===== config.mk =====
export PLATFORM = sky130hd
export DESIGN_NAME = rx_input_delay
export DESIGN_NICKNAME = d
export VERILOG_FILES = /design/src/source/rgmii_pkg.sv /design/src/source/rx_input_delay.sv
export SDC_FILE = /design/constraint.sdc
export NUM_CORES = 1
export LEC_CHECK = 0
export ABC_AREA = 1
export BUFFER_PORTS_ARGS = -buffer_cell sky130_fd_sc_hd__buf_4
export CORE_MARGIN = 2
export CORE_UTILIZATION = 30
export CTS_BUF_LIST = sky130_fd_sc_hd__clkbuf_8
export CTS_CLUSTER_DIAMETER = 60
export DETAILED_ROUTE_END_ITERATION = 10
export GPL_TIMING_DRIVEN = 0
export SYNTH_ARGS = -nofsm -noshare
export SYNTH_HDL_FRONTEND = slang
export SYNTH_SLANG_ARGS = --single-unit
export TNS_END_PERCENT = 10

===== constraint.sdc =====
create_clock -name clk_i -period 0.8 [get_ports clk_i]
set_clock_uncertainty 0.15 [all_clocks]
set_input_delay 0.08 -clock clk_i [delete_from_list [all_inputs] [get_ports clk_i]]
set_output_delay 0.08 -clock clk_i [all_outputs]
set_load 0.01 [all_outputs]

===== src/source/rgmii_pkg.sv =====
package rgmii_pkg;

    typedef logic [7:0]  byte_t;
    typedef logic [47:0] mac_addr_t;
    typedef logic [15:0] length_t;

    // Ethernet + IPv4 + UDP header with the first byte on the wire in the top bits
    typedef struct packed {
        mac_addr_t   mac_destination;
        mac_addr_t   mac_source;
        logic [15:0] ethertype;
        byte_t       version_ihl;
        byte_t       tos;
        length_t     total_length;
        logic [15:0] identification;
        logic [15:0] flags_fragment;
        byte_t       ttl;
        byte_t       protocol;
        logic [15:0] ip_checksum;
        logic [31:0] ip_source;
        logic [31:0] ip_destination;
        logic [15:0] udp_source_port;
        logic [15:0] udp_destination_port;
        length_t     udp_length;
        logic [15:0] udp_checksum;
    } header_t;

    typedef struct packed {
        byte_t data;
        logic  last;
    } stream_beat_t;

    typedef enum logic [2:0] {
        IDLE,
        PREAMBLE_SFD,
        HEADER,
        PAYLOAD,
        FCS
    } rx_state_t;

    localparam int HEADER_BYTES        = 42;
    localparam int FCS_BYTES           = 4;
    localparam int IP_UDP_HEADER_BYTES = 28; // IPv4 + UDP headers inside total_length

    // Seven 0x55 then 0xD5 with the oldest byte in the top bits of the window
    localparam logic [63:0] PREAMBLE_SFD_WORD = 64'h5555_5555_5555_55D5;

endpackage


===== src/source/rx_input_delay.sv =====
`timescale 1ns/1ns

module rx_input_delay
    import rgmii_pkg::*;
(
    input  logic  clk_i,
    input  logic  rst_i,

    input  byte_t rx_d_i,
    input  logic  rx_dv_i,

    output byte_t rx_byte_o,
    output logic  frame_start_o,
    output logic  frame_end_o
);

    byte_t [2:0] rxd_z;
    logic  [2:0] rxdv_z;

    always_ff @(posedge clk_i) begin
        rxd_z <= {rxd_z[1:0], rx_d_i};
    end

    always_ff @(posedge clk_i) begin
        if (rst_i) begin
            rxdv_z <= '0;
        end else begin
            rxdv_z <= {rxdv_z[1:0], rx_dv_i};
        end
    end

    assign rx_byte_o = rxd_z[2];

    // Edges seen one stage ahead so control switches state in step with rx_byte_o
    assign frame_start_o = !rxdv_z[2] && rxdv_z[1];
    assign frame_end_o   = rxdv_z[2] && !rxdv_z[1];

endmodule


==> After elaboration in Yosys (flattened, before gate mapping) <==
Cells that the tools add are included.
{ "totals": {"ff_bits": 27, "inputBits": 11, "elab_cells": 8} }
{ "classes": {"reduce_logical": 4} }
{ "op_table": {"columns": ["cell", "n"], "rows": [
  ["logical AND 1 bit", 2],
  ["logical NOT 1 bit", 2]
]} }

==> Logic depth before layout (Yosys ltp) <==
Gate-level depths: netlist of run 1.
{ "logic_depth": {"depth_word": 2, "mapped_depth": 2, "mapped_depth_nobuf": 2} }

==> Worst setup path after synthesis of run 1 <==
OpenSTA, ideal clock, no wires.
{ "synth_timing": {"path_kind": "register to output", "start": "register rxdv_z[1]", "end": "output frame_start_o", "t_arrival_ns": 0.508, "required_time_ns": 0.570, "slack_ns": 0.062, "stages_incl_launch_ff": 3, "cell_sequence": "dfxtp_1 > inv_1 > nor2_1"} }
{ "synth_via": {"elab_chain_cells": 1} }
{ "synth_lines": {"columns": ["element", "line_no", "source"], "rows": [
  ["from (decl)", "rx_input_delay.sv:18", "logic [2:0] rxdv_z;"],
  ["from (signal assigned)", "rx_input_delay.sv:28", "rxdv_z <= {rxdv_z[1:0], rx_dv_i};"],
  ["logical AND 1 bit", "rx_input_delay.sv:35", "assign frame_start_o = !rxdv_z[2] && rxdv_z[1];"],
  ["to (decl)", "rx_input_delay.sv:13", "output logic frame_start_o,"]
]} }
Every way passes these cells.

==> Final worst setup path of run 1 <==
Same ends and word-level chain as after synthesis.

==> metrics, run 1 <==
warnings from Yosys 0; kind of critical path register to output port; Top Ports 21; Met3 Wirelength 46 um; total routed wire length on the met1 layer 312 um; Rows 16; maximum number of pins on one net before global-route repair 17; transition time of the tightest slew-check pin 0.0980 ns; post-detailed-routing wire length 814 um; Core Util, Final between 50% and 60%; H-tree depth 1; CP Launch Type register; CP Cell Sequence inv_2 > nor2_1 > buf_4; combined area of all synthesized cells 634 um2; leakage power of the design around 0.00046 uW; number of antenna violations at the first check in global routing 0; Avg WL per Cell around 7.8 um; setup repair after global routing missed its margin true; kind of capture point of the worst setup path output port; Longest Clk Path Bufs 2; ANT cells 0; First-pass DRT Iterations 4; clock slew at reported path FFs 0.09 ns; post-synth cell types 4; stage delay of the slowest cell on the critical path between 0.3 and 0.4 ns; critical path buffer and inverter count 2; Syn Nets 55; status finished with violations; number of pins exceeding their max-slew limit in the final report 0; Rel. slew slack 93.4%; average size of a mapped cell 14.4 um2; violations in the final reports negative setup slack; number of cells produced by synthesis 44; routed vias 347; GRT Residual Overflow 0; number of failing setup endpoints in the final timing report 13; Placement Setup Slack 0.000797 ns; post-route setup slack -0.283 ns; DP Wirelength ~450 um; slowest stage cell on the critical path sky130_fd_sc_hd__dfxtp_2; post-CTS setup buffers 0; ratio of final minimum period to clock period 135%; vias per cell 3.30; length of routed met2 wiring 448 um; Critical Path RT 0.57 ns; clock latency reported for the late side of the worst-skew pair 0.26 ns; total track usage 7.33%; power density cells about 2300 mW/mm2; layout overhead on the synthesized area 59.0%; crit path time final 1.08 ns; Starting Density 32.0%; cell at the root of the clock tree sky130_fd_sc_hd__clkbuf_8; family with the most delay on the worst path flip-flops; flop and latch count out of synthesis 27; input/output buffers 20; placeable core region approximately 0.002 mm2; Die H 50.0 um; top fanout value on the critical path 2; commonest non-fill, non-tap cell in the layout sky130_fd_sc_hd__dfxtp_1; count of routing violations after the opening detailed-route iteration 4; count of filler cells inserted in the layout 181; final routed DRC violation total 0; first-pass GRT wire length 1.31 mm; largest voltage drop on the vdd net 0.986 mV; post-route total power about 2400 uW; clock tree from TritonCTS yes; top layer used by detailed routing met4; count of antenna-violating nets left after detailed routing 0; sequential share of the synthesized area 85.2%; max-cap violation count 0; most frequent cells in the layout 25 x sky130_fd_sc_hd__dfxtp_1, 19 x sky130_fd_sc_hd__buf_4, 10 x sky130_fd_sc_hd__dlygate4sd3_1; number of hold violations in the final report 0; final layout net count 90; chip width 50.0 um; worst min-delay path category register to register; RD Place Congestion 0.505; Num CTS Buffers 3; share of layout cells above drive strength 1 48.7%; Achievable Freq roughly 920 MHz; TritonCTS sink count 27; arrival time worst endpoint 0.85 ns; area of the die between 0.002 and 0.0025 mm2; vias in the first global route 325
==> power breakdown <==
part / total, uW / internal (uW) / leakage [uW] / switching [uW]
Combinational: 183 / 133 / 0.000211 / 49.9
Clock: 742 / 352 / 0.0000217 / 390
Sequential: 1430 / 1410 / 0.000228 / 15.8
==> kinds of logic (layout without fill, tap and decap cells) <==
family / after synthesis / count (layout) / share of synthesized area (%)
buffers and inverters: 12 / 46 / 11.8
DFF: 27 / 27 / 85.2
and+or+nand+nor: 5 / 5 / 2.96
==> cell type report <==
type | instances | area (um2) | area share, %
Tap cell | 27 | 33.8 | 3.35
Timing Repair Buffer | 30 | 284 | 28.2
Clock buffer | 3 | 41.3 | 4.09
Sequential cell | 27 | 543 | 53.8
Inverter | 4 | 15.0 | 1.49
Multi-Input combinational cell | 5 | 23.8 | 2.36
Clock inverter | 1 | 7.51 | 0.744
Buffer | 8 | 60.1 | 5.96
==> final timing paths <==
path / endpoint / slack (ns) / start / depth (start not counted)
setup / recovery: frame_start_o / -0.28 / rxdv_z[1] / 3
hold / removal: rxd_z[9] / 0.18 / rxd_z[1] / 0
setup reg to reg: rxdv_z[2] / 0.13 / rxdv_z[1] / 2
hold reg to reg: rxd_z[9] / 0.18 / rxd_z[1] / 0
==> cell usage after synthesis <==
| master | number | share of area [%] |
|---|---|---|
| sky130_fd_sc_hd__buf_4 | 8 | 9.5 |
| sky130_fd_sc_hd__dfxtp_1 | 27 | 85 |
| sky130_fd_sc_hd__inv_1 | 4 | 2.4 |
| sky130_fd_sc_hd__nor2_1 | 5 | 3.0 |
==> stage by stage <==
step,area (um2),hold WS [ns],setup TNS (ns),std cells
floorplan,634,-0.0423,0,44
global placement,818,0.0349,0,91
detailed placement,818,0.0358,0,91
CTS,998,0.183,-2.44,105
global route,1010,0.187,-2.85,105
finish,1010,0.182,-2.41,105
==> routing by layer <==
metal  GRT usage [%]  vias to the layer above
met5               0                        -
met4            5.56                        0
met3            2.73                        2
met2            12.1                       10
met1            7.43                      148
li1                -                      187
==> sequential cells by signal, summed over array words and instances, names as in the netlist <==
name       count
rxd_z         16
rx_byte_o      8
rxdv_z         3
==> repair_timing <==
| action | 4_1_cts | 5_1_grt |
|---|---|---|
| resized for setup | 10 | 5 |
| pin swaps | 0 | 1 |
| hold buffers | 10 | 0 |
| endpoints found under the setup margin | 10 | 13 |
| hold endpoints to repair | 11 | 0 |
(Power assumes the default switching activity.)
==> run 2, diff against run 1 <==
==> constraint.sdc (replaced) <==
create_clock -name clk_i -period 1 [get_ports clk_i]
set_clock_uncertainty 0.15 [all_clocks]
set_input_delay 0.1 -clock clk_i [delete_from_list [all_inputs] [get_ports clk_i]]
set_output_delay 0.1 -clock clk_i [all_outputs]
set_load 0.01 [all_outputs]
==> metrics, run 2 (synthesis gave the netlist of run 1 again) <==
number of pins exceeding their max-slew limit in the final report 0; max-cap violation count 0; number of antenna violations at the first check in global routing 0; Rel. slew slack a little over nine tenths; Worst R2R Path Depth 2; post-route setup slack -0.107 ns; first-pass GRT wire length 1.31 mm; clock slew at reported path FFs roughly 0.09 ns; post-detailed-routing wire length 809 um; First-pass DRT Iterations 4; stage delay of the slowest cell on the critical path approximately 0.36 ns; flip-flop count of the largest register after layout 16; worst reg2reg path startpoint rxdv_z[1]; TritonCTS sink count 27; Avg WL per Cell 7.70 um; critical register-to-register path endpoint rxdv_z[2]; clock tree from TritonCTS yes; Top Ports 21; routed vias 345; vias in the first global route 325; Placement Setup Slack approximately 0.18 ns; Register Area ~540 um2; cell at the root of the clock tree sky130_fd_sc_hd__clkbuf_8; Critical Path RT 0.75 ns; Rows 16; kind of capture point of the worst setup path output port; most frequent cells in the layout 25 x sky130_fd_sc_hd__dfxtp_1, 20 x sky130_fd_sc_hd__buf_4, 10 x sky130_fd_sc_hd__dlygate4sd3_1; maximum number of pins on one net before global-route repair 17; commonest non-fill, non-tap cell in the layout sky130_fd_sc_hd__dfxtp_1; share of layout cells above drive strength 1 47.4%; CP Launch Type register; Longest Clk Path Bufs 2; leakage power of the design 0.000460 uW; Achievable Freq about 900 MHz; area used by multi-input combinational logic 21.3 um2; final routed DRC violation total 0; final total negative setup slack -0.586 ns; Starting Density 32.0%; RD Place Congestion a little over 0.5; terminating pin of the worst hold path rxd_z[9]; layout overhead on the synthesized area 58.0%; Biggest register rxd_z; worst hold slack 0.182 ns; ANT cells 0; Hold Path Cell Cnt 0; status finished with violations; power density cells roughly 1900 mW/mm2; Min-Delay Startpoint rxd_z[1]; Num CTS Buffers 3; chip width 50.0 um; clock latency reported for the late side of the worst-skew pair 0.26 ns; CP Cell Sequence inv_2 > nor2_1 > buf_4; violations in the final reports negative setup slack; count of antenna-violating nets left after detailed routing 0; placeable core region 0.00198 mm2; number of hold violations in the final report 0; slowest stage cell on the critical path sky130_fd_sc_hd__dfxtp_2; Reg2Reg Setup Slack around 0.33 ns; post-route total power about 1900 uW; crit path time final 1.11 ns; kind of critical path register to output port; arrival time worst endpoint 0.86 ns; H-tree depth 1; largest voltage drop on the vdd net around 0.79 mV; final layout net count 90; post-CTS setup buffers 0; setup repair after global routing missed its margin true; count of routing violations after the opening detailed-route iteration 3; transition time of the tightest slew-check pin 0.0863 ns; area of the die 0.00250 mm2; DP Wirelength 446 um; worst min-delay path category register to register; number of failing setup endpoints in the final timing report 10; input/output buffers 20; vias per cell 3.29; top fanout value on the critical path 2; count of filler cells inserted in the layout 182; total track usage between 7 and 8%; GRT Residual Overflow 0; Die H 50.0 um; ratio of final minimum period to clock period 111%
## run 2: cell type report
class	instances	area share (%)
clock inverters	1	0.749
inverters	4	1.50
well taps	27	3.37
plain buffers	8	5.99
repair buffers	30	28.0
clock buffers	3	4.12
multi-input cells	5	2.12
flip-flops and latches	27	54.2
## run 2: how the worst max path moves through the flow
stage | to | cells past startpoint | start
5_1_grt | frame_end_o | 3 | rxdv_z[2]
2_1_floorplan | frame_start_o | 2 | rxdv_z[1]
3_5_place_dp | frame_start_o | 3 | rxdv_z[1]
6_report | frame_start_o | 3 | rxdv_z[1]
4_1_cts | frame_start_o | 3 | rxdv_z[1]
3_3_place_gp | frame_start_o | 3 | rxdv_z[1]
## run 2: layer usage
layer,share of wire (%),vias to the layer above,GRT usage (%)
met2,54,10,12.1
met3,5.7,2,2.73
met4,0.87,0,5.56
li1,-,187,-
met1,39,146,7.43
met5,0,-,0
## run 2: critical path: cells and delay by family, from the launching register on
family / cells / cell delay [ns]
AND/OR/NAND/NOR: 1 / 0.08
buffers and inverters: 2 / 0.16
flip-flops: 1 / 0.36
## run 2: where the power goes
group,switching [uW],leakage (uW),internal (uW)
logic,38.7,0.000210,105
clock network,312,0.0000217,282
registers,12.7,0.000228,1130
## run 2: per-stage QoR
step	instances	instance area, um2	utilization (%)
2_1_floorplan	44	634	-
3_3_place_gp	91	818	41.3
3_5_place_dp	91	818	41.3
4_1_cts	105	998	50.4
5_1_grt	105	1000	50.6
6_report	105	1000	50.6
## run 2: timing repair
action	CTS	global route
resized for setup	10	3
pin swaps	0	1
endpoints found under the setup margin	10	10
endpoints found under the hold margin	11	0
cloned	0	0
hold buffers	10	0
==> run 3, diff against run 2 <==
--- a/config.mk
+++ b/config.mk
@@ -6,7 +6,10 @@
 export NUM_CORES = 1
 export LEC_CHECK = 0
 export ABC_AREA = 1
+export ABC_CLOCK_PERIOD_IN_PS = 1000
 export BUFFER_PORTS_ARGS = -buffer_cell sky130_fd_sc_hd__buf_4
+export CAP_MARGIN = 20
+export CORE_ASPECT_RATIO = 0.7
 export CORE_MARGIN = 2
 export CORE_UTILIZATION = 30
 export CTS_BUF_LIST = sky130_fd_sc_hd__clkbuf_8
==> metrics, run 3 (synthesis gave the netlist of run 1 again) <==
vias in the first global route 297; largest voltage drop on the vdd net around 1.1 mV; top fanout value on the critical path 2; kind of capture point of the worst setup path output port; crit path time final 1.10 ns; total track usage about 7.2%; Avg WL per Cell about 7.4 um; most frequent cells in the layout 25 x sky130_fd_sc_hd__dfxtp_1, 19 x sky130_fd_sc_hd__buf_4, 10 x sky130_fd_sc_hd__dlygate4sd3_1; met2 global-route usage 12.0%; chip width 59.0 um; Rel. slew slack 94.1%; Die H around 42 um; vias per cell 3.39; area used by multi-input combinational logic 23.8 um2; share of total power in combinational logic ~8%; final total negative setup slack -0.530 ns; input/output buffers 20; worst min-delay path category register to register; CP Cell Sequence inv_2 > nor2_2 > buf_4; switching power of the nets 341 uW; Achievable Freq 907 MHz; Longest Clk Path Bufs 2; count of antenna-violating nets left after detailed routing 0; commonest non-fill, non-tap cell in the layout sky130_fd_sc_hd__dfxtp_1; Top Ports 21; setup repair after global routing missed its margin true; Num CTS Buffers 3; area of the die approximately 0.0025 mm2; leakage power of the design 0.000464 uW; transition time of the tightest slew-check pin 0.0888 ns; layout overhead on the synthesized area 57.6%; Reg2Reg Setup Slack 0.34 ns; clock tree from TritonCTS yes; DP Wirelength 449 um; Biggest register rxd_z; first-pass GRT wire length 1.24 mm; placeable core region approximately 0.0019 mm2; Register Area between 500 and 600 um2; final layout net count 90; post-route setup slack -0.103 ns; CP Launch Type register; status finished with violations; cell at the root of the clock tree sky130_fd_sc_hd__clkbuf_8; H-tree depth 1; clock latency reported for the late side of the worst-skew pair 0.26 ns; violations in the final reports design-rule violations, negative setup slack; GRT Residual Overflow 0; Top Usage Layer GRT met2; count of filler cells inserted in the layout 166; number of failing setup endpoints in the final timing report 10; number of pins exceeding their max-slew limit in the final report 0; family with the most delay on the worst path flip-flops; portion of total power attributed to sequential cells 61.6%; ratio of final minimum period to clock period 110%; post-CTS setup buffers 0; slowest stage cell on the critical path sky130_fd_sc_hd__dfxtp_2; kind of critical path register to output port; First-pass DRT Iterations 6; final routed DRC violation total 1; maximum number of pins on one net before global-route repair 16; Area after DPL 812 um2; final non-filler cell area ~1000 um2; clock slew at reported path FFs 0.08 ns; Int Pwr approximately 1500 uW; RD Place Congestion 0.572; Core Util, Final 52.1%; stage delay of the slowest cell on the critical path 0.35 ns; count of routing violations after the opening detailed-route iteration 3; GR Layer Usage met3 6.48%; post-detailed-routing wire length 741 um; share of layout cells above drive strength 1 48.7%; Critical Path RT 0.75 ns; Clk pwr share a little under a third; number of hold violations in the final report 0; flip-flop count of the largest register after layout 16; Starting Density 33.1%; max-cap violation count 0; power density cells 1860 mW/mm2; met1 usage in global routing 6.69%; critical path buffer and inverter count 2; Rows 13; routed vias 339; proportion of total power due to net switching 18.4%; arrival time worst endpoint 0.85 ns; ANT cells 0; TritonCTS sink count 27; number of antenna violations at the first check in global routing 0
==> run 3: changes by cell type in the layout (fill, tap and decap cells not counted) <==
| cell | change |
|---|---|
| sky130_fd_sc_hd__nor2_2 | +1 |
| sky130_fd_sc_hd__clkinvlp_4 | -1 |
| sky130_fd_sc_hd__nor2_1 | -1 |
| sky130_fd_sc_hd__clkinv_2 | +1 |
| sky130_fd_sc_hd__buf_4 | -1 |
| sky130_fd_sc_hd__buf_6 | +1 |
==> run 3: per-layer routing <==
metal	share of wire, %	up-vias	wire length, um
met5	0	-	0
met4	0	0	0
met3	8.2	0	61
met2	55	11	408
met1	37	138	271
li1	-	190	-
==> run 3: worst reg2reg max path, stage by stage, from the launching register on <==
cell	delay [ns]
sky130_fd_sc_hd__dfxtp_2	0.33
sky130_fd_sc_hd__inv_2	0.05
sky130_fd_sc_hd__nor2_1	0.03
==> run 3: repair_timing <==
item,4_1_cts,5_1_grt
hold endpoints to repair,11,0
gates resized for setup,10,5
hold buffers,10,0
endpoints found under the setup margin,10,10
pin swaps,0,1
==> run 3: cell type report <==
cell class              instances  area share [%]
multi-input cells               5            2.38
inverters                       4            1.50
clock inverters                 1           0.501
flip-flops and latches         27            54.3
repair buffers                 30            28.0
clock buffers                   3            4.13
well taps                      22            2.75
plain buffers                   8            6.38
==> run 3: path summary, 6_finish.rpt <==
kind              depth (start not counted)           to  startpoint
hold / removal                            0    rxd_z[11]    rxd_z[3]
setup reg to reg                          2    rxdv_z[2]   rxdv_z[1]
hold reg to reg                           0    rxd_z[11]    rxd_z[3]
setup / recovery                          3  frame_end_o   rxdv_z[2]
==> run 3: power groups by stage <==
stage | clock [uW] | sequential [uW] | combinational (uW)
after floorplan | 0 | 1160 | 39.4
after global placement | 0 | 1170 | 96.6
after detailed placement | 0 | 1170 | 97.8
after CTS | 601 | 1140 | 141
after global routing | 653 | 1150 | 154
final | 568 | 1140 | 144
==> run 3: stage by stage <==
stage	hold WS, ns	instances	setup slack, ns	total power, uW
floorplan	-0.0223	44	0.242	1200
global placement	0.0544	86	0.194	1260
detailed placement	0.0556	86	0.191	1270
CTS	0.182	100	-0.101	1890
global route	0.189	100	-0.173	1960
finish	0.181	100	-0.103	1860
