File: config.mk
export PLATFORM = sky130hd
export DESIGN_NAME = frame_header_capture
export DESIGN_NICKNAME = d
export VERILOG_FILES = /design/src/source/rgmii_pkg.sv /design/src/source/frame_header_capture.sv
export SDC_FILE = /design/constraint.sdc
export NUM_CORES = 1
export LEC_CHECK = 0
export BUFFER_PORTS_ARGS = -buffer_cell sky130_fd_sc_hd__buf_2
export CAP_MARGIN = 25
export CORE_ASPECT_RATIO = 0.6
export CORE_UTILIZATION = 50
export DETAILED_ROUTE_END_ITERATION = 10
export HOLD_SLACK_MARGIN = 0.02
export PLACE_DENSITY = 0.68
export SYNTH_ARGS = -nofsm -noshare
export SYNTH_HDL_FRONTEND = slang
export SYNTH_SLANG_ARGS = --single-unit
File: constraint.sdc
create_clock -name clk_i -period 13.7 [get_ports clk_i]
set_input_delay 3.425 -clock clk_i [delete_from_list [all_inputs] [get_ports clk_i]]
set_output_delay 3.425 -clock clk_i [all_outputs]
set_load 0.02 [all_outputs]
File: src/source/rgmii_pkg.sv
package rgmii_pkg;

    typedef logic [7:0]  byte_t;
    typedef logic [47:0] mac_addr_t;
    typedef logic [15:0] length_t;

    // Ethernet + IPv4 + UDP header with the first byte on the wire in the top bits
    typedef struct packed {
        mac_addr_t   mac_destination;
        mac_addr_t   mac_source;
        logic [15:0] ethertype;
        byte_t       version_ihl;
        byte_t       tos;
        length_t     total_length;
        logic [15:0] identification;
        logic [15:0] flags_fragment;
        byte_t       ttl;
        byte_t       protocol;
        logic [15:0] ip_checksum;
        logic [31:0] ip_source;
        logic [31:0] ip_destination;
        logic [15:0] udp_source_port;
        logic [15:0] udp_destination_port;
        length_t     udp_length;
        logic [15:0] udp_checksum;
    } header_t;

    typedef struct packed {
        byte_t data;
        logic  last;
    } stream_beat_t;

    typedef enum logic [2:0] {
        IDLE,
        PREAMBLE_SFD,
        HEADER,
        PAYLOAD,
        FCS
    } rx_state_t;

    localparam int HEADER_BYTES        = 42;
    localparam int FCS_BYTES           = 4;
    localparam int IP_UDP_HEADER_BYTES = 28; // IPv4 + UDP headers inside total_length

    // Seven 0x55 then 0xD5 with the oldest byte in the top bits of the window
    localparam logic [63:0] PREAMBLE_SFD_WORD = 64'h5555_5555_5555_55D5;

endpackage

File: src/source/frame_header_capture.sv
`timescale 1ns/1ns

module frame_header_capture
    import rgmii_pkg::*;
(
    input  logic         clk_i,
    input  logic         rst_i,

    input  rx_state_t    state_i,
    input  logic         payload_last_i,
    input  byte_t        rx_byte_i,
    input  mac_addr_t    host_mac_i,

    output logic         sfd_found_o,
    output length_t      payload_len_o,
    output logic         wr_en_o,
    output stream_beat_t wr_beat_o
);

    localparam int HEADER_BITS = HEADER_BYTES * 8;

    logic [63:0] window_q;
    logic [63:0] window_d;
    header_t     header_q;
    header_t     header_d;

    assign window_d    = {window_q[55:0], rx_byte_i};
    assign sfd_found_o = (window_d == PREAMBLE_SFD_WORD);

    always_ff @(posedge clk_i) begin
        if (rst_i) begin
            window_q <= '0;
        end else if (state_i == IDLE) begin
            window_q <= '0;  // No leftovers from an aborted frame
        end else if (state_i == PREAMBLE_SFD) begin
            window_q <= window_d;
        end
    end

    // Header seen with the current byte already shifted in, so the length
    // is ready in the last HEADER cycle
    always_comb begin
        header_d = header_q;
        if (state_i == HEADER) begin
            header_d = {header_q[HEADER_BITS-9:0], rx_byte_i};
        end
    end

    always_ff @(posedge clk_i) begin
        header_q <= header_d;
    end

    assign payload_len_o = header_d.total_length - length_t'(IP_UDP_HEADER_BYTES);

    always_ff @(posedge clk_i) begin
        if (rst_i) begin
            wr_en_o <= 1'b0;
        end else begin
            wr_en_o <= (state_i == PAYLOAD) && (header_q.mac_destination == host_mac_i);
        end
    end

    always_ff @(posedge clk_i) begin
        wr_beat_o.data <= rx_byte_i;
        wr_beat_o.last <= payload_last_i;
    end

endmodule

; ---- After elaboration in Yosys (flattened, before gate mapping)
; Cells that the tools add are included.
[totals]
register_bits = 402
inputBits = 62
out_inout_bits = 27
word_cells = 31
[classes]
add_sub_neg = 1
n_eq_ne = 5
muxes = 1
n_reduce_logical = 3
[op_table]
columns = operator, n
row1 = $mux 208, 1
row2 = $eq 64x63->1 const B, 1
row3 = $eq 48x48->1, 1
row4 = $sub 16x5->16 const B, 1
row5 = $eq 3x2->1 const B, 2
row6 = $eq 3x1->1 const B, 1
row7 = $logic_not 3->1, 1
row8 = $reduce_or 2->1, 1
row9 = $logic_and 1x1->1, 1

; ---- Logic depth before layout (Yosys ltp)
; Gate-level depths: netlist (run 1).
[logic_depth]
word_depth = 3
ltp_mapped = 11

; ---- Least setup slack after synthesis (run 1)
; OpenSTA, ideal clock, no wires.
[synth_path]
kind = in2out
startpoint = in state_i[0]
endpoint = out payload_len_o[12]
arrival_ps = 10069
required_ps = 10275
slack_ps = 206
stages = 11
path_buffers = 2
cell_sequence = or3b_1 > buf_6 > clkinv_8 > buf_2 > mux2i_1 > inv_1 > ha_1 > nand2_1 > mux2i_2 > a211oi_1 > xor2_1
[synth_lines]
columns = element, line
row1 = from (decl), frame_header_capture.sv:9  ; input rx_state_t state_i,
row2 = to (decl), frame_header_capture.sv:15  ; output length_t payload_len_o,

==> impl_metrics.ini, run 1 <==
[detailed_routing]
drtAntennaViolNets = 0
postRouteWirelength_um = 20300
drtPass1Iterations = 7
vias = 6382
routed_via_density = 5.03
drc_errors = 0
post_drt_wl_per_cell_um = 16.0
first_iter_violations = 629

[timing]
period_minus_slack_ns = 10.32
setup_tns_ns = 0
hold_violations = 0
setup_viol = 0
rsz0062_at_grt = no
timing.final.crit_share_pct = 75.3
tightest_slew_ns = 1.03
fin_ws_ns = 3.38
relSlewSlack_pct = 31.3
skew_ns = 0.0159
fmax_ghz = 0.0969
slew_viol_final = 0
hold_slack_ns = 0.407

[floorplan]
die_h_um = 129
rows = 45
die_w_um = 213
start_util_pct = 51.9
die_area_um2 = 27500
ios = 89
coreArea_um2 = 25800

[placed_design]
post-place-ws_ns = 3.40
gp_congestion = 0.765
dp_cells = 1204
dp_hpwl_um = 12200
port_buffers = 88
placed_area_um2 = 14200

[clock_tree]
cts_root_buffer = clkbuf_16
ctsHoldBuffers = 0
cts_buffer_depth = 3
ctsResizeCount = 0
cts_tree = done
clkSinkCount = 402
cts_setup_buffers = 0
cts_buffers = 35
clk_latency_ns = 0.52
h-tree-depth = 2
path_clk_slew_ns = 0.07

[pwr]
power_frac_comb_pct = 4.9
p_switching_w = 0.000507
clkPwrFrac_pct = 38.2
power-per-cell-area_nw_per_um2 = 158
pwr-share-seq_pct = 57.0
swShare_pct = 21.1
ir_drop_v = 0.0000958
intPower_w = 0.00190
leakage_nw = 5.12

[global_routing]
grtUsageTotal_pct = 15.2
use_met2_pct = 20.9
grt_pass1_vias = 5942
grtUsageMet1_pct = 23.5
grt.busiest_layer = met1
grt-ovfl-total = 0
antenna_found_initial = 1
grt_start_max_net_pins = 146
grt_pass1_wl_um = 31600
grtUsageMet3_pct = 3.78

[final_layout]
multi_input_area_um2 = 2000
final_cell_mix = edfxtp_1, nand2_1, buf_2, dfxtp_1, a21oi_1
antennaDiodeCount = 0
final_common_cell = edfxtp_1
fillCellCount = 1967
ff_latch_area_um2 = 11300
nets = 952
syn_to_final_growth_pct = 14.0
drive_above_1_share_pct = 16.8
instances_no_fill = 1268
final_area_um2 = 15300

[worst_setup_path]
end_kind = output pin
slowest_delay_ns = 0.72
cpLargestDelayFamily = buffers and inverters
arrival_ns = 6.90
startpoint = state_i[1]
crit_chain = buf_2 > or3b_1 > clkinv_8 > mux2i_1 > inv_1 > ha_1 > nand2_1 > mux2i_2 > nor4_2 > xor2_1 > buf_2
cp.buffers_inverters = 4
cpMostUsedCell = buf_2
start_kind = input port
required_ns = 10.27
rr_startpoint = header_q[303]$_DFFE_PN_
worst-path-max-fanout = 145
slowest_stage = or3b_1
crit_type = input port to output pin

[logic_synthesis]
ys_ff_latch = 402
synthesis.nets = 845
ys_types = 37
postSynthCellCount = 782
ys.warnings.count = 0
avgSynthCellArea_um2 = 17.1
syn-cell-area_um2 = 13400
seq_area_frac_synth_pct = 84.0

[status]
status = finished clean

[worst_hold_path]
holdCritPathClass = flop to flop
min_from = header_q[275]$_DFFE_PN_

[flow_run]
drv_cap = 0
state kept, by name, summed over array words and instances, names as in the netlist:
register / count
wr_beat_o: 9
window_q: 56
wr_en_o: 1
header_q: 336
power groups by stage:
stage / combinational [W] / sequential [W] / clock (W)
floorplan: 0.0000760 / 0.00139 / 0
global placement: 0.000118 / 0.00140 / 0
detailed placement: 0.000120 / 0.00140 / 0
CTS: 0.000120 / 0.00137 / 0.000949
global route: 0.000128 / 0.00137 / 0.000996
finish: 0.000118 / 0.00137 / 0.000919
final cells by class:
type                       count  share of cell area (%)
sequential                   402                    73.7
multi-input combinational    353                    13.1
clock buffer                  50                    6.30
timing repair buffer          94                    3.18
tap                          352                    2.88
clock inverter                14                   0.688
inverter                       3                   0.156
cell usage after synthesis:
library cell / n / area, um2
buf_1: 1 / 3.75
a211oi_1: 1 / 7.51
buf_2: 1 / 5.00
mux2i_1: 3 / 30.0
edfxtp_1: 320 / 9610
dfxtp_1: 82 / 1640
a211oi_2: 1 / 12.5
nand4_1: 5 / 31.3
nand2_1: 151 / 567
nand3b_1: 2 / 15.0
or2_2: 1 / 6.26
nor2_1: 11 / 41.3
nor4_2: 1 / 12.5
buf_6: 1 / 11.3
a21oi_1: 59 / 295
nor3_1: 4 / 20.0
clkbuf_1: 18 / 67.6
o21ai_0: 2 / 10.0
xor2_1: 56 / 490
and2_1: 1 / 6.26
inv_1: 2 / 7.51
nor4_1: 17 / 106
nand4b_1: 3 / 26.3
nor4bb_1: 11 / 110
nand4b_2: 1 / 15.0
or3b_1: 1 / 8.76
buf_8: 1 / 15.0
ha_1: 1 / 12.5
nand3_1: 7 / 35.0
nor4b_1: 2 / 17.5
buf_4: 2 / 15.0
a32oi_1: 1 / 8.76
mux2i_2: 2 / 27.5
clkinv_8: 1 / 16.3
mux2_2: 4 / 45.0
a311oi_1: 2 / 17.5
xnor2_1: 3 / 26.3
metal layers:
metal,wire length (um),vias to the layer above
li1,-,3088
met1,10100,3118
met2,8560,140
met3,1170,34
met4,389,2
met5,13,-
path summary, 6_finish.rpt:
kind,end,slack (ns),cells past startpoint
hold reg to reg,header_q[283]$_DFFE_PN_,0.41,0
setup reg to reg,wr_en_o$_SDFF_PP0_,12.17,4
setup / recovery,payload_len_o[10],3.38,11
hold / removal,header_q[283]$_DFFE_PN_,0.41,0
worst reg2reg max path: stages (launching register included):
cell and delay, ns:
edfxtp_1 0.42, xor2_1 0.16, nor4_1 0.43, nand3_1 0.13
nor4_1 0.29
kinds of logic (layout without fill, tap and decap cells):
family | Yosys count | after routing | synth area share [%]
XOR/XNOR | 59 | 59 | 3.86
buffers and inverters | 27 | 161 | 1.06
AND/OR/NAND/NOR | 218 | 218 | 7.60
AO/OA/AOI/OAI | 66 | 66 | 2.62
adder cells (fa/ha/maj) | 1 | 1 | 0.0934
multiplexers | 9 | 9 | 0.766
flip-flops | 402 | 402 | 84.0
through the flow:
step                total power [W]  utilization [%]
floorplan                   0.00147                -
global placement            0.00152             55.1
detailed placement          0.00152             55.1
CTS                         0.00244             59.2
global route                0.00250             59.2
finish                      0.00241             59.2
Power figures use the tool's default switching activity.
==> inputs of run 2 (changes only) <==
- clock period: 13.7 -> 10.76 ns (I/O delays scaled with it)
==> run 2 against run 1 <==
- final area increased by 1.3%
- critical path depth is the same
- via count is 0.89% higher
- die area unchanged
- clock skew is 0.0053 ns lower
- utilization rose by 0.78 points
- non-clock buffer count grew 1
- sequential share of layout area fell by 0.96 points
- clock power rose by 45%
- routed wire length is 3.5% higher
- power rose by 34%
- sequential power grew 27%
- critical path type unchanged
- largest cell class unchanged
==> impl_metrics.ini, run 2 (synthesis results as in run 1) <==
[status]
status = finished clean

[final_layout]
syn_to_final_growth_pct = 15.5
final_common_cell = edfxtp_1
nets = 953
largest_reg_flops = 336
fillCellCount = 1959
drive_above_1_share_pct = 17.6
antennaDiodeCount = 0
postLayoutCoreUtil_pct = 60.0
final_cell_mix = edfxtp_1, nand2_1, buf_2, dfxtp_1, a21oi_1
top_register = header_q
final_area_um2 = 15500
largestRegisters = header_q (336), window_q (56), wr_beat_o (9)

[clock_tree]
ctsResizeCount = 0
ctsHoldBuffers = 0
cts_root_buffer = clkbuf_16
clkSinkCount = 402
cts_tree = done
cts_setup_buffers = 0
h-tree-depth = 2
path_clk_slew_ns = 0.06
cts_buffers = 35
cts_buffer_depth = 3
clk_latency_ns = 0.51

[floorplan]
coreArea_um2 = 25800
start_util_pct = 51.9
ios = 89
rows = 45
die_w_um = 213
die_area_um2 = 27500
die_h_um = 129

[placed_design]
gp_congestion = 0.825
post-place-ws_ns = 2.19
placed_area_um2 = 14200
dp_hpwl_um = 12500
port_buffers = 88

[worst_setup_path]
worst_r2r_path_depth = 4
start_kind = input port
end_kind = output pin
worst-path-max-fanout = 104
crit_type = input port to output pin
rr_startpoint = header_q[317]$_DFFE_PN_
required_ns = 8.07
r2r-end = wr_en_o$_SDFF_PP0_
ff2ff_setup_slack_ns = 9.20
arrival_ns = 5.89
startpoint = state_i[1]

[detailed_routing]
drtPass1Iterations = 5
postRouteWirelength_um = 21000
post_drt_wl_per_cell_um = 16.5
drc_errors = 0
routed_via_density = 5.08
first_iter_violations = 606
drtAntennaViolNets = 0
vias = 6439

[timing]
relSlewSlack_pct = 30.1
timing.final.crit_share_pct = 79.8
setup_tns_ns = 0
fmax_ghz = 0.117
skew_ns = 0.0106
rsz0062_at_grt = no
fin_ws_ns = 2.18
tightest_slew_ns = 1.03
setup_viol = 0
hold_violations = 0
period_minus_slack_ns = 8.58
slew_viol_final = 0

[global_routing]
grt_pass1_wl_um = 32400
grtUsageTotal_pct = 15.6
antenna_found_initial = 1
grt-ovfl-total = 0
grt_start_max_net_pins = 105
grt_pass1_vias = 5991

[pwr]
p_total_w = 0.00322
leakage_nw = 5.21
ir_drop_v = 0.000121
power-per-cell-area_nw_per_um2 = 208

[worst_hold_path]
min_from = header_q[134]$_DFFE_PN_
holdCritPathClass = flop to flop
min_to = header_q[142]$_DFFE_PN_
worstHoldPathCells = 0

[flow_run]
drv_cap = 0
[run 2: through the flow]
stage	std cells	hold slack (ns)
6_report	1268	0.413
5_1_grt	1268	0.420
4_1_cts	1267	0.414
3_5_place_dp	1204	0.405
3_3_place_gp	1204	0.400
2_1_floorplan	782	0.400
[run 2: layout make-up]
class / instances / area [um2] / share of cell area (%)
Inverter: 3 / 23.8 / 0.154
Multi-Input combinational cell: 353 / 2010 / 13.0
Clock buffer: 51 / 1020 / 6.61
Clock inverter: 12 / 213 / 1.37
Sequential cell: 402 / 11300 / 72.7
Timing Repair Buffer: 95 / 513 / 3.32
Tap cell: 352 / 440 / 2.85
[run 2: how the worst max path moves through the flow]
stage,endpoint,cells after the start,slack [ns]
after global routing,payload_len_o[10],11,1.95
final,payload_len_o[12],11,2.18
after floorplan,payload_len_o[12],11,0.72
after global placement,payload_len_o[12],8,2.28
after detailed placement,payload_len_o[10],11,2.19
after CTS,payload_len_o[12],11,2.18
[run 2: critical path: stages]
cell	delay, ns
buf_2	0.12
or3b_1	0.70
clkinv_8	0.62
mux2i_1	0.34
inv_1	0.09
ha_1	0.24
nand2_1	0.09
mux2i_2	0.15
a211oi_1	0.29
xor2_1	0.28
buf_2	0.22
[run 2: power by group]
part / switching (W) / leakage [nW] / total, W / internal (W)
clock network: 0.000522 / 0.604 / 0.00133 / 0.000806
logic: 0.000104 / 1.00 / 0.000153 / 0.0000491
registers: 0.0000253 / 3.61 / 0.00174 / 0.00172
total: 0.000651 / 5.21 / 0.00322 / 0.00257
[run 2: metal layers]
| layer | part of all wire, % | vias to the layer above | global-route usage, % |
|---|---|---|---|
| met3 | 6.1 | 36 | 3.98 |
| met1 | 50 | 3126 | 24.2 |
| met2 | 42 | 186 | 22.0 |
| li1 | - | 3089 | - |
| met5 | 0.062 | - | 0 |
| met4 | 1.4 | 2 | 4.29 |
==> inputs of run 3 (changes only) <==
- clock period: 10.76 -> 8.3 ns (I/O delays scaled with it)
==> run 3 against run 2 <==
- die area stayed put
- cell count is 0.16% higher
- hold slack better by 0.0019 ns
- critical path depth stayed put
- utilization is 0.13 points lower
- sequential cell count stayed put
- first-iteration DRC count is 24% lower
- largest cell class unchanged
==> impl_metrics.ini, run 3 (synthesis results as in run 1) <==
[status]
status = finished clean

[worst_hold_path]
min_to = header_q[61]$_DFFE_PN_
worstHoldPathCells = 0
min_from = header_q[53]$_DFFE_PN_
holdCritPathClass = flop to flop

[floorplan]
die_area_um2 = 27500
coreArea_um2 = 25800
ios = 89
start_util_pct = 51.9
rows = 45
die_w_um = 213
die_h_um = 129

[placed_design]
gp_congestion = 0.840
dp_cells = 1206
post-place-ws_ns = 1.15
dp_hpwl_um = 12600
port_buffers = 88
placed_area_um2 = 14200

[timing]
fmax_ghz = 0.141
fin_ws_ns = 1.23
timing.final.crit_share_pct = 85.2
setup_viol = 0
slew_viol_final = 0
skew_ns = 0.00649
relSlewSlack_pct = 36.0
tightest_slew_ns = 0.947
period_minus_slack_ns = 7.07
hold_violations = 0
setup_tns_ns = 0
rsz0062_at_grt = no

[global_routing]
antenna_found_initial = 2
grt_start_max_net_pins = 66
grtUsageTotal_pct = 15.6
grt-ovfl-total = 0
grt_pass1_wl_um = 32400
grt_pass1_vias = 6027

[pwr]
clkPwrFrac_pct = 40.4
power-per-cell-area_nw_per_um2 = 267
intPower_w = 0.00328
ir_drop_v = 0.000143
p_switching_w = 0.000851
power_frac_comb_pct = 4.8
pwr-share-seq_pct = 54.8
leakage_nw = 5.20
swShare_pct = 20.6

[clock_tree]
clkSinkCount = 402
cts_setup_buffers = 0
cts_root_buffer = clkbuf_16
ctsHoldBuffers = 0
path_clk_slew_ns = 0.07
h-tree-depth = 2
ctsResizeCount = 0
cts_tree = done
cts_buffers = 34
clk_latency_ns = 0.51
cts_buffer_depth = 3

[worst_setup_path]
start_kind = input port
worst_r2r_path_depth = 4
crit_type = input port to output pin
required_ns = 6.23
ff2ff_setup_slack_ns = 6.76
worst-path-max-fanout = 53
arrival_ns = 5.00
end_kind = output pin
r2r-end = wr_en_o$_SDFF_PP0_
rr_startpoint = header_q[303]$_DFFE_PN_

[final_layout]
largestRegisters = header_q (336), window_q (56), wr_beat_o (9)
top_register = header_q
syn_to_final_growth_pct = 15.3
largest_reg_flops = 336
fillCellCount = 1960
final_cell_mix = edfxtp_1, nand2_1, buf_2, dfxtp_1, a21oi_1
multi_input_area_um2 = 2010
instances_no_fill = 1270
final_common_cell = edfxtp_1
drive_above_1_share_pct = 17.7
nets = 954
ff_latch_area_um2 = 11300
final_area_um2 = 15400

[detailed_routing]
first_iter_violations = 462
drtPass1Iterations = 4
routed_via_density = 5.06
post_drt_wl_per_cell_um = 16.4
vias = 6431
postRouteWirelength_um = 20800
drtAntennaViolNets = 0
drc_errors = 0

[flow_run]
drv_cap = 0
run 3: cell types whose count changed in the layout (fill, tap and decap cells not counted), sizes merged:
cell	previous run	this run
buf	95	97
bufinv	6	4
clkbuf	51	46
clkinv	6	10
clkinvlp	1	2
diode	0	1
inv	2	3
run 3: how the worst max path moves through the flow:
stage | cells past startpoint | startpoint | end | slack (ns)
global placement | 8 | state_i[0] | payload_len_o[12] | 1.25
finish | 11 | state_i[1] | payload_len_o[12] | 1.23
floorplan | 11 | state_i[0] | payload_len_o[10] | 0.23
global route | 11 | state_i[1] | payload_len_o[12] | 1.03
CTS | 8 | state_i[0] | payload_len_o[12] | 1.14
detailed placement | 8 | state_i[0] | payload_len_o[12] | 1.15
run 3: layer usage:
| layer | GRT usage, % | routed length, um |
|---|---|---|
| met3 | 4.08 | 1410 |
| met5 | 0 | 0 |
| met2 | 21.6 | 8690 |
| met1 | 24.1 | 10400 |
| met4 | 4.92 | 319 |
run 3: final cells by class:
class	instances	share of cell area, %
sequential	402	72.9
multi-input combinational	353	13.0
timing repair buffer	97	3.37
clock buffer	46	6.55
antenna	1	0.0162
clock inverter	16	1.18
tap	352	2.85
inverter	3	0.154
run 3: power groups by stage:
| stage | clock (W) | combinational, W | sequential [W] |
|---|---|---|---|
| after floorplan | 0 | 0.000125 | 0.00229 |
| after global placement | 0 | 0.000199 | 0.00230 |
| after detailed placement | 0 | 0.000201 | 0.00230 |
| after CTS | 0.00172 | 0.000202 | 0.00226 |
| after global routing | 0.00179 | 0.000217 | 0.00227 |
| final | 0.00167 | 0.000198 | 0.00226 |
run 3: critical path: stages:
cell and delay (ns):
buf_2 0.12, or3b_1 0.72, clkinv_8 0.41, mux2i_1 0.30, inv_1 0.09, ha_1 0.23
nand2_1 0.08, mux2i_2 0.14, a211oi_1 0.29, xor2_1 0.30, buf_2 0.23
run 3: through the flow:
stage,total power [W],util (%),hold slack (ns)
floorplan,0.00242,-,0.400
global placement,0.00250,55.2,0.400
detailed placement,0.00250,55.2,0.405
CTS,0.00418,59.8,0.418
global route,0.00427,59.9,0.420
finish,0.00413,59.9,0.415
