### config.mk
export PLATFORM = sky130hd
export DESIGN_NAME = rx_frame_ctrl
export DESIGN_NICKNAME = d
export VERILOG_FILES = /design/src/source/rgmii_pkg.sv /design/src/source/rx_frame_ctrl.sv
export SDC_FILE = /design/constraint.sdc
export NUM_CORES = 1
export LEC_CHECK = 0
export ABC_AREA = 0
export BUFFER_PORTS_ARGS = -buffer_cell sky130_fd_sc_hd__buf_2
export CORE_UTILIZATION = 50
export CTS_CLUSTER_DIAMETER = 60
export CTS_CLUSTER_SIZE = 24
export DETAILED_ROUTE_END_ITERATION = 6
export GPL_ROUTABILITY_DRIVEN = 1
export PLACE_DENSITY = 0.73
export SYNTH_ARGS = -nofsm -noshare
export SYNTH_HDL_FRONTEND = slang
export SYNTH_SLANG_ARGS = --single-unit
### constraint.sdc
create_clock -name clk_i -period 2.98 [get_ports clk_i]
set_input_delay 0.596 -clock clk_i [delete_from_list [all_inputs] [get_ports clk_i]]
set_output_delay 0.596 -clock clk_i [all_outputs]
set_load 0.05 [all_outputs]
### src/source/rgmii_pkg.sv
package rgmii_pkg;

    typedef logic [7:0]  byte_t;
    typedef logic [47:0] mac_addr_t;
    typedef logic [15:0] length_t;

    // Ethernet + IPv4 + UDP header with the first byte on the wire in the top bits
    typedef struct packed {
        mac_addr_t   mac_destination;
        mac_addr_t   mac_source;
        logic [15:0] ethertype;
        byte_t       version_ihl;
        byte_t       tos;
        length_t     total_length;
        logic [15:0] identification;
        logic [15:0] flags_fragment;
        byte_t       ttl;
        byte_t       protocol;
        logic [15:0] ip_checksum;
        logic [31:0] ip_source;
        logic [31:0] ip_destination;
        logic [15:0] udp_source_port;
        logic [15:0] udp_destination_port;
        length_t     udp_length;
        logic [15:0] udp_checksum;
    } header_t;

    typedef struct packed {
        byte_t data;
        logic  last;
    } stream_beat_t;

    typedef enum logic [2:0] {
        IDLE,
        PREAMBLE_SFD,
        HEADER,
        PAYLOAD,
        FCS
    } rx_state_t;

    localparam int HEADER_BYTES        = 42;
    localparam int FCS_BYTES           = 4;
    localparam int IP_UDP_HEADER_BYTES = 28; // IPv4 + UDP headers inside total_length

    // Seven 0x55 then 0xD5 with the oldest byte in the top bits of the window
    localparam logic [63:0] PREAMBLE_SFD_WORD = 64'h5555_5555_5555_55D5;

endpackage

### src/source/rx_frame_ctrl.sv
`timescale 1ns/1ns

module rx_frame_ctrl
    import rgmii_pkg::*;
(
    input  logic      clk_i,
    input  logic      rst_i,

    input  logic      frame_start_i,
    input  logic      frame_end_i,
    input  logic      sfd_found_i,
    input  length_t   payload_len_i,

    output rx_state_t state_o,
    output logic      payload_last_o
);

    localparam length_t HEADER_END = length_t'(HEADER_BYTES - 1);
    localparam length_t FCS_END    = length_t'(FCS_BYTES - 1);

    rx_state_t state_q;
    rx_state_t state_d;
    length_t   count_q;  // Cycles spent in the current state
    length_t   payload_end;

    assign payload_end = payload_len_i - 16'd1;

    always_comb begin
        state_d = state_q;
        case (state_q)
            IDLE: begin
                if (frame_start_i) begin
                    state_d = PREAMBLE_SFD;
                end
            end
            PREAMBLE_SFD: begin
                if (sfd_found_i) begin
                    state_d = HEADER;
                end
                if (frame_end_i) begin
                    state_d = IDLE;
                end
            end
            HEADER: begin
                if (count_q == HEADER_END) begin
                    // Empty datagram skips straight to the FCS
                    if (payload_len_i == '0) begin
                        state_d = FCS;
                    end else begin
                        state_d = PAYLOAD;
                    end
                end
                if (frame_end_i) begin
                    state_d = IDLE;  // Frame cut short
                end
            end
            PAYLOAD: begin
                if (count_q == payload_end) begin
                    state_d = FCS;
                end
            end
            FCS: begin
                if (count_q == FCS_END) begin
                    state_d = IDLE;
                end
            end
            default: state_d = IDLE;
        endcase
    end

    always_ff @(posedge clk_i) begin
        if (rst_i) begin
            state_q <= IDLE;
        end else begin
            state_q <= state_d;
        end
    end

    always_ff @(posedge clk_i) begin
        if (rst_i) begin
            count_q <= '0;
        end else if (state_q != state_d) begin
            count_q <= '0;
        end else begin
            count_q <= count_q + 16'd1;
        end
    end

    assign state_o        = state_q;
    assign payload_last_o = (state_q == PAYLOAD) && (state_d == FCS);

endmodule

### Yosys cells after proc, flatten, opt, wreduce, memory -nomap -nowiden

Index checks and enable logic that the tools add are counted.

* reductions and logical operators: 4
* add/subtract/negate cells: 2
* equal/unequal tests: 9
* muxes and demuxes: 9

Operator list (number)
* 2-to-1 mux 3 bit: 8
* adder 16 x 1 -> 16 bit (second input constant): 1
* equality test 16 bit: 1
* equality test 16 x 2 -> 1 bit (second input constant): 1
* equality test 16 x 6 -> 1 bit (second input constant): 1
* logical NOT 16 bit: 1
* subtractor 16 x 1 -> 16 bit (second input constant): 1
* one-hot mux 3 bit (5 select lines): 1
* equality test 3 x 2 -> 1 bit (second input constant): 2
* equality test 3 bit (second input constant): 2
* equality test 3 x 1 -> 1 bit (second input constant): 1
* logical NOT 3 bit: 1
* inequality test 3 bit: 1
* OR reduction 2 bit: 1
* logical AND 1 bit: 1

* output and inout bits: 4
* word-level logic and storage cells: 26
* register bits: 19

### Logic depth before layout (Yosys ltp)

Gate-level depths: netlist of run 1.

* word-level depth: 7
* gate-level depth with buffers: 9

### Worst setup path after synthesis of run 1

No wires, ideal clock.

* path type: input port to output port
* start: input payload_len_i[7]
* end: output payload_last_o
* setup slack: -1088 ps
* buffers on the path: 2
* stages on the path: 8
* arrival time: 3472 ps
* cells stage by stage: buf_4 or4_1 clkbuf_2 or4_1 o211ai_2 nand4_1 nor3_1 nor3b_1

* longest elaborated chain between the ends: 7
* elaborated cells between the ends (all ways): 10
* those cells by class: add/sub: 1; eq/ne: 2; mux: 5; reduce/logical: 2

Ends and longest elaborated chain
* from (decl): RTL line rx_frame_ctrl.sv:12 `input length_t payload_len_i,`
* parallel branches: the longest is 4 deep, another holds subtractor 16 x 1 -> 16 bit
* one-hot mux 3 bit (5 select lines) *: RTL line rx_frame_ctrl.sv:30 `case (state_q)`
* equality test 3 bit *: RTL line rx_frame_ctrl.sv:90 `assign payload_last_o = (state_q == PAYLOAD) && (state_d == FCS);`
* logical AND 1 bit *: RTL line rx_frame_ctrl.sv:90
* to (decl): RTL line rx_frame_ctrl.sv:15 `output logic payload_last_o`

Every way passes the cells marked *.

### Worst setup path after layout of run 1

* start: input payload_len_i[6]
* end: output payload_last_o

Same word-level chain as after synthesis.

==> results of run 1 <==
-- per-stage QoR --
step	area [um2]	cells	total power [mW]
finish	2270	329	0.569
floorplan	1810	235	0.359
CTS	2260	329	0.570
global placement	2200	324	0.431
detailed placement	2200	324	0.433
global route	2270	329	0.593
-- placed cells by master, fill, tap and decap left out, drive strengths merged, types with 2 or more instances in the layout --
master and instances:
a21oi 19, o2111a 2, or3 5, nor4b 2, buf 61, dfxtp 19, nor3 14, a211oi 4
nor4 9, nor2b 3, clkbuf 3, o211ai 4, inv 7, xnor2 22, nor2 16, nand2b 4
or4 3, xor2 10, mux2i 3, nand3b 3, ha 3, and3 4, o21ai 10, nand2 8
nand3 11, nand4 9, a31oi 2, nor3b 4
-- what timing repair did --
| action | 4_1_cts | 5_1_grt |
|---|---|---|
| hold buffers | 0 | 0 |
| resized for setup | 6 | 1 |
| pin swaps | 2 | 5 |
| gates cloned | 0 | 0 |
| setup endpoints to repair | 1 | 1 |
| buffers inserted | 1 | 0 |
-- registers in the layout, indices dropped and copies added (netlist names) --
name	count
count_q	16
state_o	3
-- worst paths after layout --
| kind | start | to | cells after the start |
|---|---|---|---|
| max reg2reg | count_q[9] | count_q[15] | 7 |
| max | payload_len_i[6] | payload_last_o | 8 |
| min reg2reg | count_q[15] | count_q[15] | 2 |
| min | rst_i | state_o[2] | 2 |
-- metal layers --
layer,wire [um],up-vias
met5,0,-
met4,53,0
met2,2360,43
met3,208,6
met1,2220,890
li1,-,966
-- cell families (layout without fill, tap and decap cells) --
logic type / after synthesis / count (layout) / synth area share [%]
AOI/OAI and AO/OA: 53 / 53 / 20.6
xor gates and xnor gates: 32 / 32 / 15.5
adders and majority gates: 3 / 3 / 2.08
buffers and inverters: 24 / 72 / 6.38
DFF: 19 / 19 / 21.1
muxes: 3 / 3 / 1.67
and+or+nand+nor: 101 / 101 / 32.6
-- worst reg2reg max path: cells and delay by family, from the launching register on --
kind	cells	cell delay (ns)
AOI/OAI and AO/OA	4	0.76
and+or+nand+nor	2	0.79
DFF	1	0.42
buffers and inverters	1	0.19
-- power by group through the flow --
| stage | combinational [mW] | sequential (mW) | clock, mW |
|---|---|---|---|
| 2_1_floorplan | 0.0855 | 0.274 | 0 |
| 3_3_place_gp | 0.160 | 0.271 | 0 |
| 3_5_place_dp | 0.162 | 0.271 | 0 |
| 4_1_cts | 0.167 | 0.265 | 0.138 |
| 5_1_grt | 0.184 | 0.265 | 0.144 |
| 6_report | 0.168 | 0.265 | 0.135 |
-- cell type report --
cell class	count	area, um2	share of cell area [%]
clock buffers	3	22.5	0.993
inverters	7	26.3	1.16
multi-input cells	192	1340	59.1
well taps	46	57.6	2.54
flip-flops and latches	19	380	16.8
clock inverters	1	5.00	0.221
repair buffers	61	435	19.2
==> flow_summary.toml, run 1 <==
[worst_setup_path]
ff2ff_setup_slack_ns = 0.72
crit_buf_inv = 2
cp.arrival_ns = 2.66
end_kind = "primary output"
cp_data_required_time_ns = 2.38
critical-path-max-stage-delay_ns = 0.55
cp_top_family = "simple AND/OR/NAND/NOR gates"
crit_chain = "buf_6 -> or4_4 -> or4_4 -> o211ai_2 -> nand4_1 -> nor3_2 -> nor3b_4 -> buf_6"
critical_path_class = "in2out"
cp_max_fo = 2
cp-start-kind = "primary input"
cp_slowest_cell = "or4_4"

[timing]
slew_violations = 0
setup_viol = 1
finalCriticalPeriod_ns = 3.26
fin_tns_setup_ns = -0.276
hold_ws_ns = 0.518
max_freq_mhz = 307
worst_slack_ns = -0.276
grt_setup_unrepaired = "yes"
final_hold_viol_count = 0
relSlewSlack_pct = 66.8
worst_pin_slew_ns = 0.495
finalCritPeriodShare_pct = 109
skew_ns = 0.00784

[cts]
cts_tree = "yes"
cts_made_buffers = 3
cts_max_path_buffers = 2
h-tree-depth = 1
clock_sinks = 19
path_clk_slew_ns = 0.11
cts-root-buf = "clkbuf_4"
clkLatencyLatePin_ns = 0.31

[power]
powerDensity_mw_per_mm2 = 251
power_frac_seq_pct = 46.6
swShare_pct = 31.7
combinationalPowerShare_pct = 29.6
p_clk_share_pct = 23.8
leakage_nw = 0.840
p_int_mw = 0.388
worst_ir_drop_vdd_mv = 0.227
switchingPower_mw = 0.180

[route]
drt_first_pass_iters = 5
vias = 1905
wire_per_inst_um = 14.7
routed_wl_mm = 4.84
ant_nets = 0
route.detailed.drc = 0
drt_iter0_markers = 126
viasPerCell = 5.79

[logic_synthesis]
synth_edf_count = 0
syn_nets = 259
async_reset_ff_share_pct = 0
synth_top_cell_by_area = "dfxtp_1"
synth-main-ff-cell = "dfxtp_1"
netlist.area_leader.share_pct = 21.1
ys_types = 54
syn_area_per_cell_um2 = 7.67
synth_warnings = 0
synth_seq_area_share_pct = 21.1
syn_inst = 235
synthMostInstantiatedCell = "xnor2_1"
synth_area_leaders = "dfxtp_1, xnor2_1, a21oi_1"
syn-cell-area_mm2 = 0.00180
synth-seq-cells = 19
synth_common_cells = "xnor2_1, dfxtp_1, a21oi_1, nor2_1, nor3_1"

[floorplanning]
dieArea_mm2 = 0.00385
coreArea_mm2 = 0.00339
dieWidth_um = 62.1
die_h_um = 62.1
initial_utilization_pct = 53.2
fp-row-count = 21
io_pins = 25

[global_routing]
grt_pass1_vias = 1650
overflow = 0
grt_max_degree = 17
grt.busiest_layer = "met2"
grtUsageMet2_pct = 44.1
grtUsageMet1_pct = 34.3
grt_pass1_wl_mm = 7.43
grtUsageMet3_pct = 3.52
grt.total_usage_pct = 26.1
antenna_found_initial = 0

[placed_design]
portBuffers = 24
pre_cts_slack_ns = -0.379
dp_hpwl_mm = 3.75
globalplace.congestion = 0.873

[cells_and_area]
drive_gt1_share_pct = 27.9
area_delta_synth_final_pct = 25.8
fill_cells = 307
antenna_cells = 0
final_core_util_pct = 66.9
nNetsFinal = 308

[outcome]
failed_checks = "negative setup slack"
status = "finished with violations"

[hold_path]
hold_path.class = "in2reg"

[flow_run]
max-cap-violations = 0
(Power assumes the default switching activity.)
==> inputs of run 2 (changes only) <==
CORE_MARGIN = 1.5   (was default)
==> run 2 against run 1 <==
The run still ends with negative setup slack left. Utilization grew 0.41 points. Register-to-register slack gained 0.09 ns. Non-clock buffer count grew 2. First-iteration DRC count grew 18%. Worst hold slack gained 0.021 ns. Combinational power is essentially flat. Design area grew 0.61%. Cell count grew 0.61%. Total power shrank 0.63%. Clock skew shrank 0.0066 ns.
==> flow_summary.toml, run 2 (synthesis gave the netlist of run 1 again) <==
[cts]
cts_made_buffers = 3
h-tree-depth = 1
cts_tree = "yes"
post_cts_buffers = 0
cts-root-buf = "clkbuf_4"
cts_max_path_buffers = 2
cts_hold_buf = 0
path_clk_slew_ns = 0.10
clkLatencyLatePin_ns = 0.30
clock_sinks = 19

[floorplanning]
dieWidth_um = 63.1
dieArea_mm2 = 0.00398
coreArea_mm2 = 0.00339
die_h_um = 63.1
initial_utilization_pct = 53.2
fp-row-count = 21
io_pins = 25

[power]
swShare_pct = 30.8
worst_ir_drop_vdd_mv = 0.250
power_frac_seq_pct = 46.8
switchingPower_mw = 0.174
leakage_nw = 0.850
p_clk_share_pct = 23.1
p_int_mw = 0.391
combinationalPowerShare_pct = 30.1
powerDensity_mw_per_mm2 = 248

[timing]
finalCriticalPeriod_ns = 3.20
grt_setup_unrepaired = "yes"
fin_tns_setup_ns = -0.216
finalCritPeriodShare_pct = 107
max_freq_mhz = 313
skew_ns = 0.00125
relSlewSlack_pct = 67.5
slew_violations = 0
final_hold_viol_count = 0
worst_slack_ns = -0.216
worst_pin_slew_ns = 0.484
setup_viol = 1

[placed_design]
portBuffers = 24
pre_cts_slack_ns = -0.329
place_area_mm2 = 0.00223
place_inst = 327
dp_hpwl_mm = 3.77
globalplace.congestion = 0.916

[route]
ant_nets = 0
route.detailed.drc = 0
vias = 1975
wire_per_inst_um = 14.5
routed_wl_mm = 4.81
drt_iter0_markers = 149
viasPerCell = 5.97
drt_first_pass_iters = 7

[global_routing]
antenna_found_initial = 0
grt.total_usage_pct = 26.1
overflow = 0
grt_max_degree = 17
grt_pass1_vias = 1874
grt_pass1_wl_mm = 8.45

[hold_path]
hold_path.class = "in2reg"

[cells_and_area]
layout_commonest_cell = "buf_4"
seqCellArea_um2 = 380
multiInputGateArea_mm2 = 0.00134
layout_common_cells = "buf_4, xnor2_1, buf_2"
antenna_cells = 0
fill_cells = 305
regMostFlops = "count_q"
area_delta_synth_final_pct = 26.6
nNetsFinal = 310
drive_gt1_share_pct = 28.1
largest_register_ffs = 16
final_core_util_pct = 67.3
stdcell_count = 331
design_area_mm2 = 0.00228

[worst_setup_path]
crit_chain = "buf_6 -> or4_4 -> or4_4 -> o211ai_2 -> nand4_1 -> nor3_1 -> nor3b_4 -> buf_6"
cp_data_required_time_ns = 2.38
cp.arrival_ns = 2.60
cp_slowest_cell = "or4_4"
critical-path-max-stage-delay_ns = 0.54
ff2ff_setup_slack_ns = 0.81
cp-start-kind = "primary input"
critical_path_class = "in2out"
cp_max_fo = 2
end_kind = "primary output"

[outcome]
status = "finished with violations"
failed_checks = "negative setup slack"

[flow_run]
max-cap-violations = 0
==> run 2: cell count changes in the layout (fill, tap and decap cells not counted), sizes merged <==
| cell | before | now |
|---|---|---|
| buf | 61 | 63 |
| clkbuf | 3 | 4 |
| clkinv | 1 | 0 |
==> run 2: final cells by class <==
| class | count | share of cell area [%] |
|---|---|---|
| Tap cell | 46 | 2.52 |
| Multi-Input combinational cell | 192 | 58.8 |
| Inverter | 7 | 1.15 |
| Clock buffer | 4 | 1.15 |
| Sequential cell | 19 | 16.7 |
| Timing Repair Buffer | 63 | 19.7 |
==> run 2: routing by layer <==
layer  wire [um]  share of wire (%)  up-vias  GRT usage (%)
li1            -                  -      977              -
met1        2180                 45      935           33.9
met2        2380                 49       58           46.7
met3         214                4.4        5           1.96
met4          42               0.87        0           5.83
met5           0                  0        -              0
==> run 2: stage by stage <==
step                total power [mW]  hold WS [ns]
detailed placement             0.435         0.569
floorplan                      0.359         0.503
global placement               0.433         0.555
finish                         0.565         0.539
global route                   0.597         0.531
CTS                            0.566         0.532
==> run 2: power by group through the flow <==
stage | Sequential, mW | Clock (mW) | Combinational [mW]
floorplan | 0.274 | 0 | 0.0855
global placement | 0.271 | 0 | 0.162
detailed placement | 0.271 | 0 | 0.164
CTS | 0.265 | 0.132 | 0.168
global route | 0.266 | 0.145 | 0.186
finish | 0.265 | 0.130 | 0.170
==> run 2: final timing paths <==
path | startpoint | endpoint | cells past startpoint
worst min-delay path | rst_i | state_o[2] | 2
worst max-delay path | payload_len_i[6] | payload_last_o | 8
worst max register to register | count_q[12] | count_q[7] | 7
worst min register to register | count_q[15] | count_q[15] | 2
==> run 2: repair_timing <==
| action | 4_1_cts | 5_1_grt |
|---|---|---|
| endpoints found under the setup margin | 1 | 1 |
| hold endpoints to repair | 0 | 0 |
| pin swaps | 1 | 0 |
| gates resized for setup | 7 | 0 |
==> run 2: worst max-delay path: cells and delay by family <==
kind	cells	cell delay [ns]
AO/OA/AOI/OAI	1	0.18
buffers and inverters	2	0.27
AND/OR/NAND/NOR	5	1.56
==> inputs of run 3 (changes only) <==
CORE_UTILIZATION = 52   (was 50)
PLACE_DENSITY = 0.75   (was 0.73)
==> run 3 against run 2 <==
Via count up 0.15%. Global-route usage up 1.6 points. Routed wire length up 2.1%. The flow still finishes with violations (negative setup slack). Clock power about the same. Clock-buffer cell count down 1. Largest cell class unchanged. Sequential share of layout area down 0.14 points.
==> flow_summary.toml, run 3 (synthesis gave the netlist of run 1 again) <==
[placed_design]
dp_hpwl_mm = 3.90
globalplace.congestion = 0.965
portBuffers = 24
pre_cts_slack_ns = -0.347
place_area_mm2 = 0.00224

[route]
viasPerCell = 5.90
wire_per_inst_um = 14.7
vias = 1978
drt_first_pass_iters = 4
drt_iter0_markers = 121
routed_wl_mm = 4.91
ant_nets = 0
route.detailed.drc = 0

[floorplanning]
coreArea_mm2 = 0.00334
dieArea_mm2 = 0.00383
io_pins = 25
initial_utilization_pct = 54.0
dieWidth_um = 61.9
fp-row-count = 21
die_h_um = 61.9

[timing]
skew_ns = 0.0131
grt_setup_unrepaired = "yes"
setup_viol = 1
relSlewSlack_pct = 66.0
worst_slack_ns = -0.220
worst_pin_slew_ns = 0.506
max_freq_mhz = 312
slew_violations = 0
finalCritPeriodShare_pct = 107
final_hold_viol_count = 0
finalCriticalPeriod_ns = 3.20

[worst_setup_path]
cp_max_fo = 3
end_kind = "primary output"
cp_data_required_time_ns = 2.38
worst_r2r_path_depth = 7
critical_path_class = "in2out"
cp-start-kind = "primary input"
cp.arrival_ns = 2.60

[cts]
cts_tree = "yes"
path_clk_slew_ns = 0.12
clock_sinks = 19
cts_made_buffers = 3
cts-root-buf = "clkbuf_4"
clkLatencyLatePin_ns = 0.30
cts_max_path_buffers = 2
h-tree-depth = 1
cts_hold_buf = 0

[global_routing]
grt_pass1_vias = 1745
antenna_found_initial = 0
grt.busiest_layer = "met2"
grt_max_degree = 17
grtUsageMet1_pct = 35.4
grt.total_usage_pct = 27.7
grt_pass1_wl_mm = 7.85
overflow = 0
grtUsageMet2_pct = 48.1
grtUsageMet3_pct = 2.28

[cells_and_area]
final_core_util_pct = 69.0
layout_commonest_cell = "buf_4"
antenna_cells = 0
drive_gt1_share_pct = 29.4
area_delta_synth_final_pct = 27.6
largest_register_ffs = 16
regMostFlops = "count_q"
layout_common_cells = "buf_4, xnor2_1, buf_2"
nNetsFinal = 314
design_area_mm2 = 0.00230

[power]
powerDensity_mw_per_mm2 = 245
leakage_nw = 0.868
worst_ir_drop_vdd_mv = 0.227

[hold_path]
whs_path_depth = 2
hold_path.class = "in2reg"

[outcome]
status = "finished with violations"
failed_checks = "negative setup slack"

[flow_run]
max-cap-violations = 0
-- run 3: path summary, 6_finish.rpt --
check	to	from	slack, ns
setup / recovery	payload_last_o	payload_len_i[0]	-0.22
hold reg to reg	count_q[15]	count_q[15]	0.59
setup reg to reg	count_q[7]	count_q[9]	0.77
hold / removal	state_o[2]	rst_i	0.53
-- run 3: power by group --
group          internal, mW  leakage, nW  switching, mW
registers             0.258        0.154        0.00679
clock network        0.0500       0.0177         0.0802
logic                0.0803        0.696         0.0887
total                 0.388        0.868          0.176
-- run 3: metal layers --
layer | routed length, um | up-vias
li1 | - | 986
met1 | 2130 | 931
met2 | 2500 | 57
met3 | 248 | 4
met4 | 23 | 0
met5 | 0 | -
-- run 3: cell type report --
cell class | count | area (um2)
fill | 311 | 1040
inverter | 7 | 26.3
clock buffer | 3 | 22.5
tap | 46 | 57.6
multi-input combinational | 192 | 1340
clock inverter | 1 | 5.00
timing repair buffer | 67 | 468
sequential | 19 | 380
-- run 3: timing repair --
item / 4_1_cts / 5_1_grt
buffers inserted: 0 / 0
setup endpoints to repair: 1 / 1
gates resized for setup: 7 / 0
pin swaps: 1 / 0
-- run 3: per-stage QoR --
stage               cells  hold slack, ns  TNS, ns  power [mW]
floorplan             235           0.503   -0.510       0.359
global placement      331           0.559   -0.388       0.431
detailed placement    331           0.579   -0.524       0.435
CTS                   335           0.527   -0.218       0.566
global route          335           0.531   -0.333       0.594
finish                335           0.530   -0.220       0.564
-- run 3: critical path: stages --
cell and delay [ns]:
buf_2 0.11, buf_4 0.13, or3_4 0.37, or4_4 0.52, o211ai_2 0.18, nand4_1 0.12, nor3_1 0.19, nor3b_4 0.20
buf_6 0.18
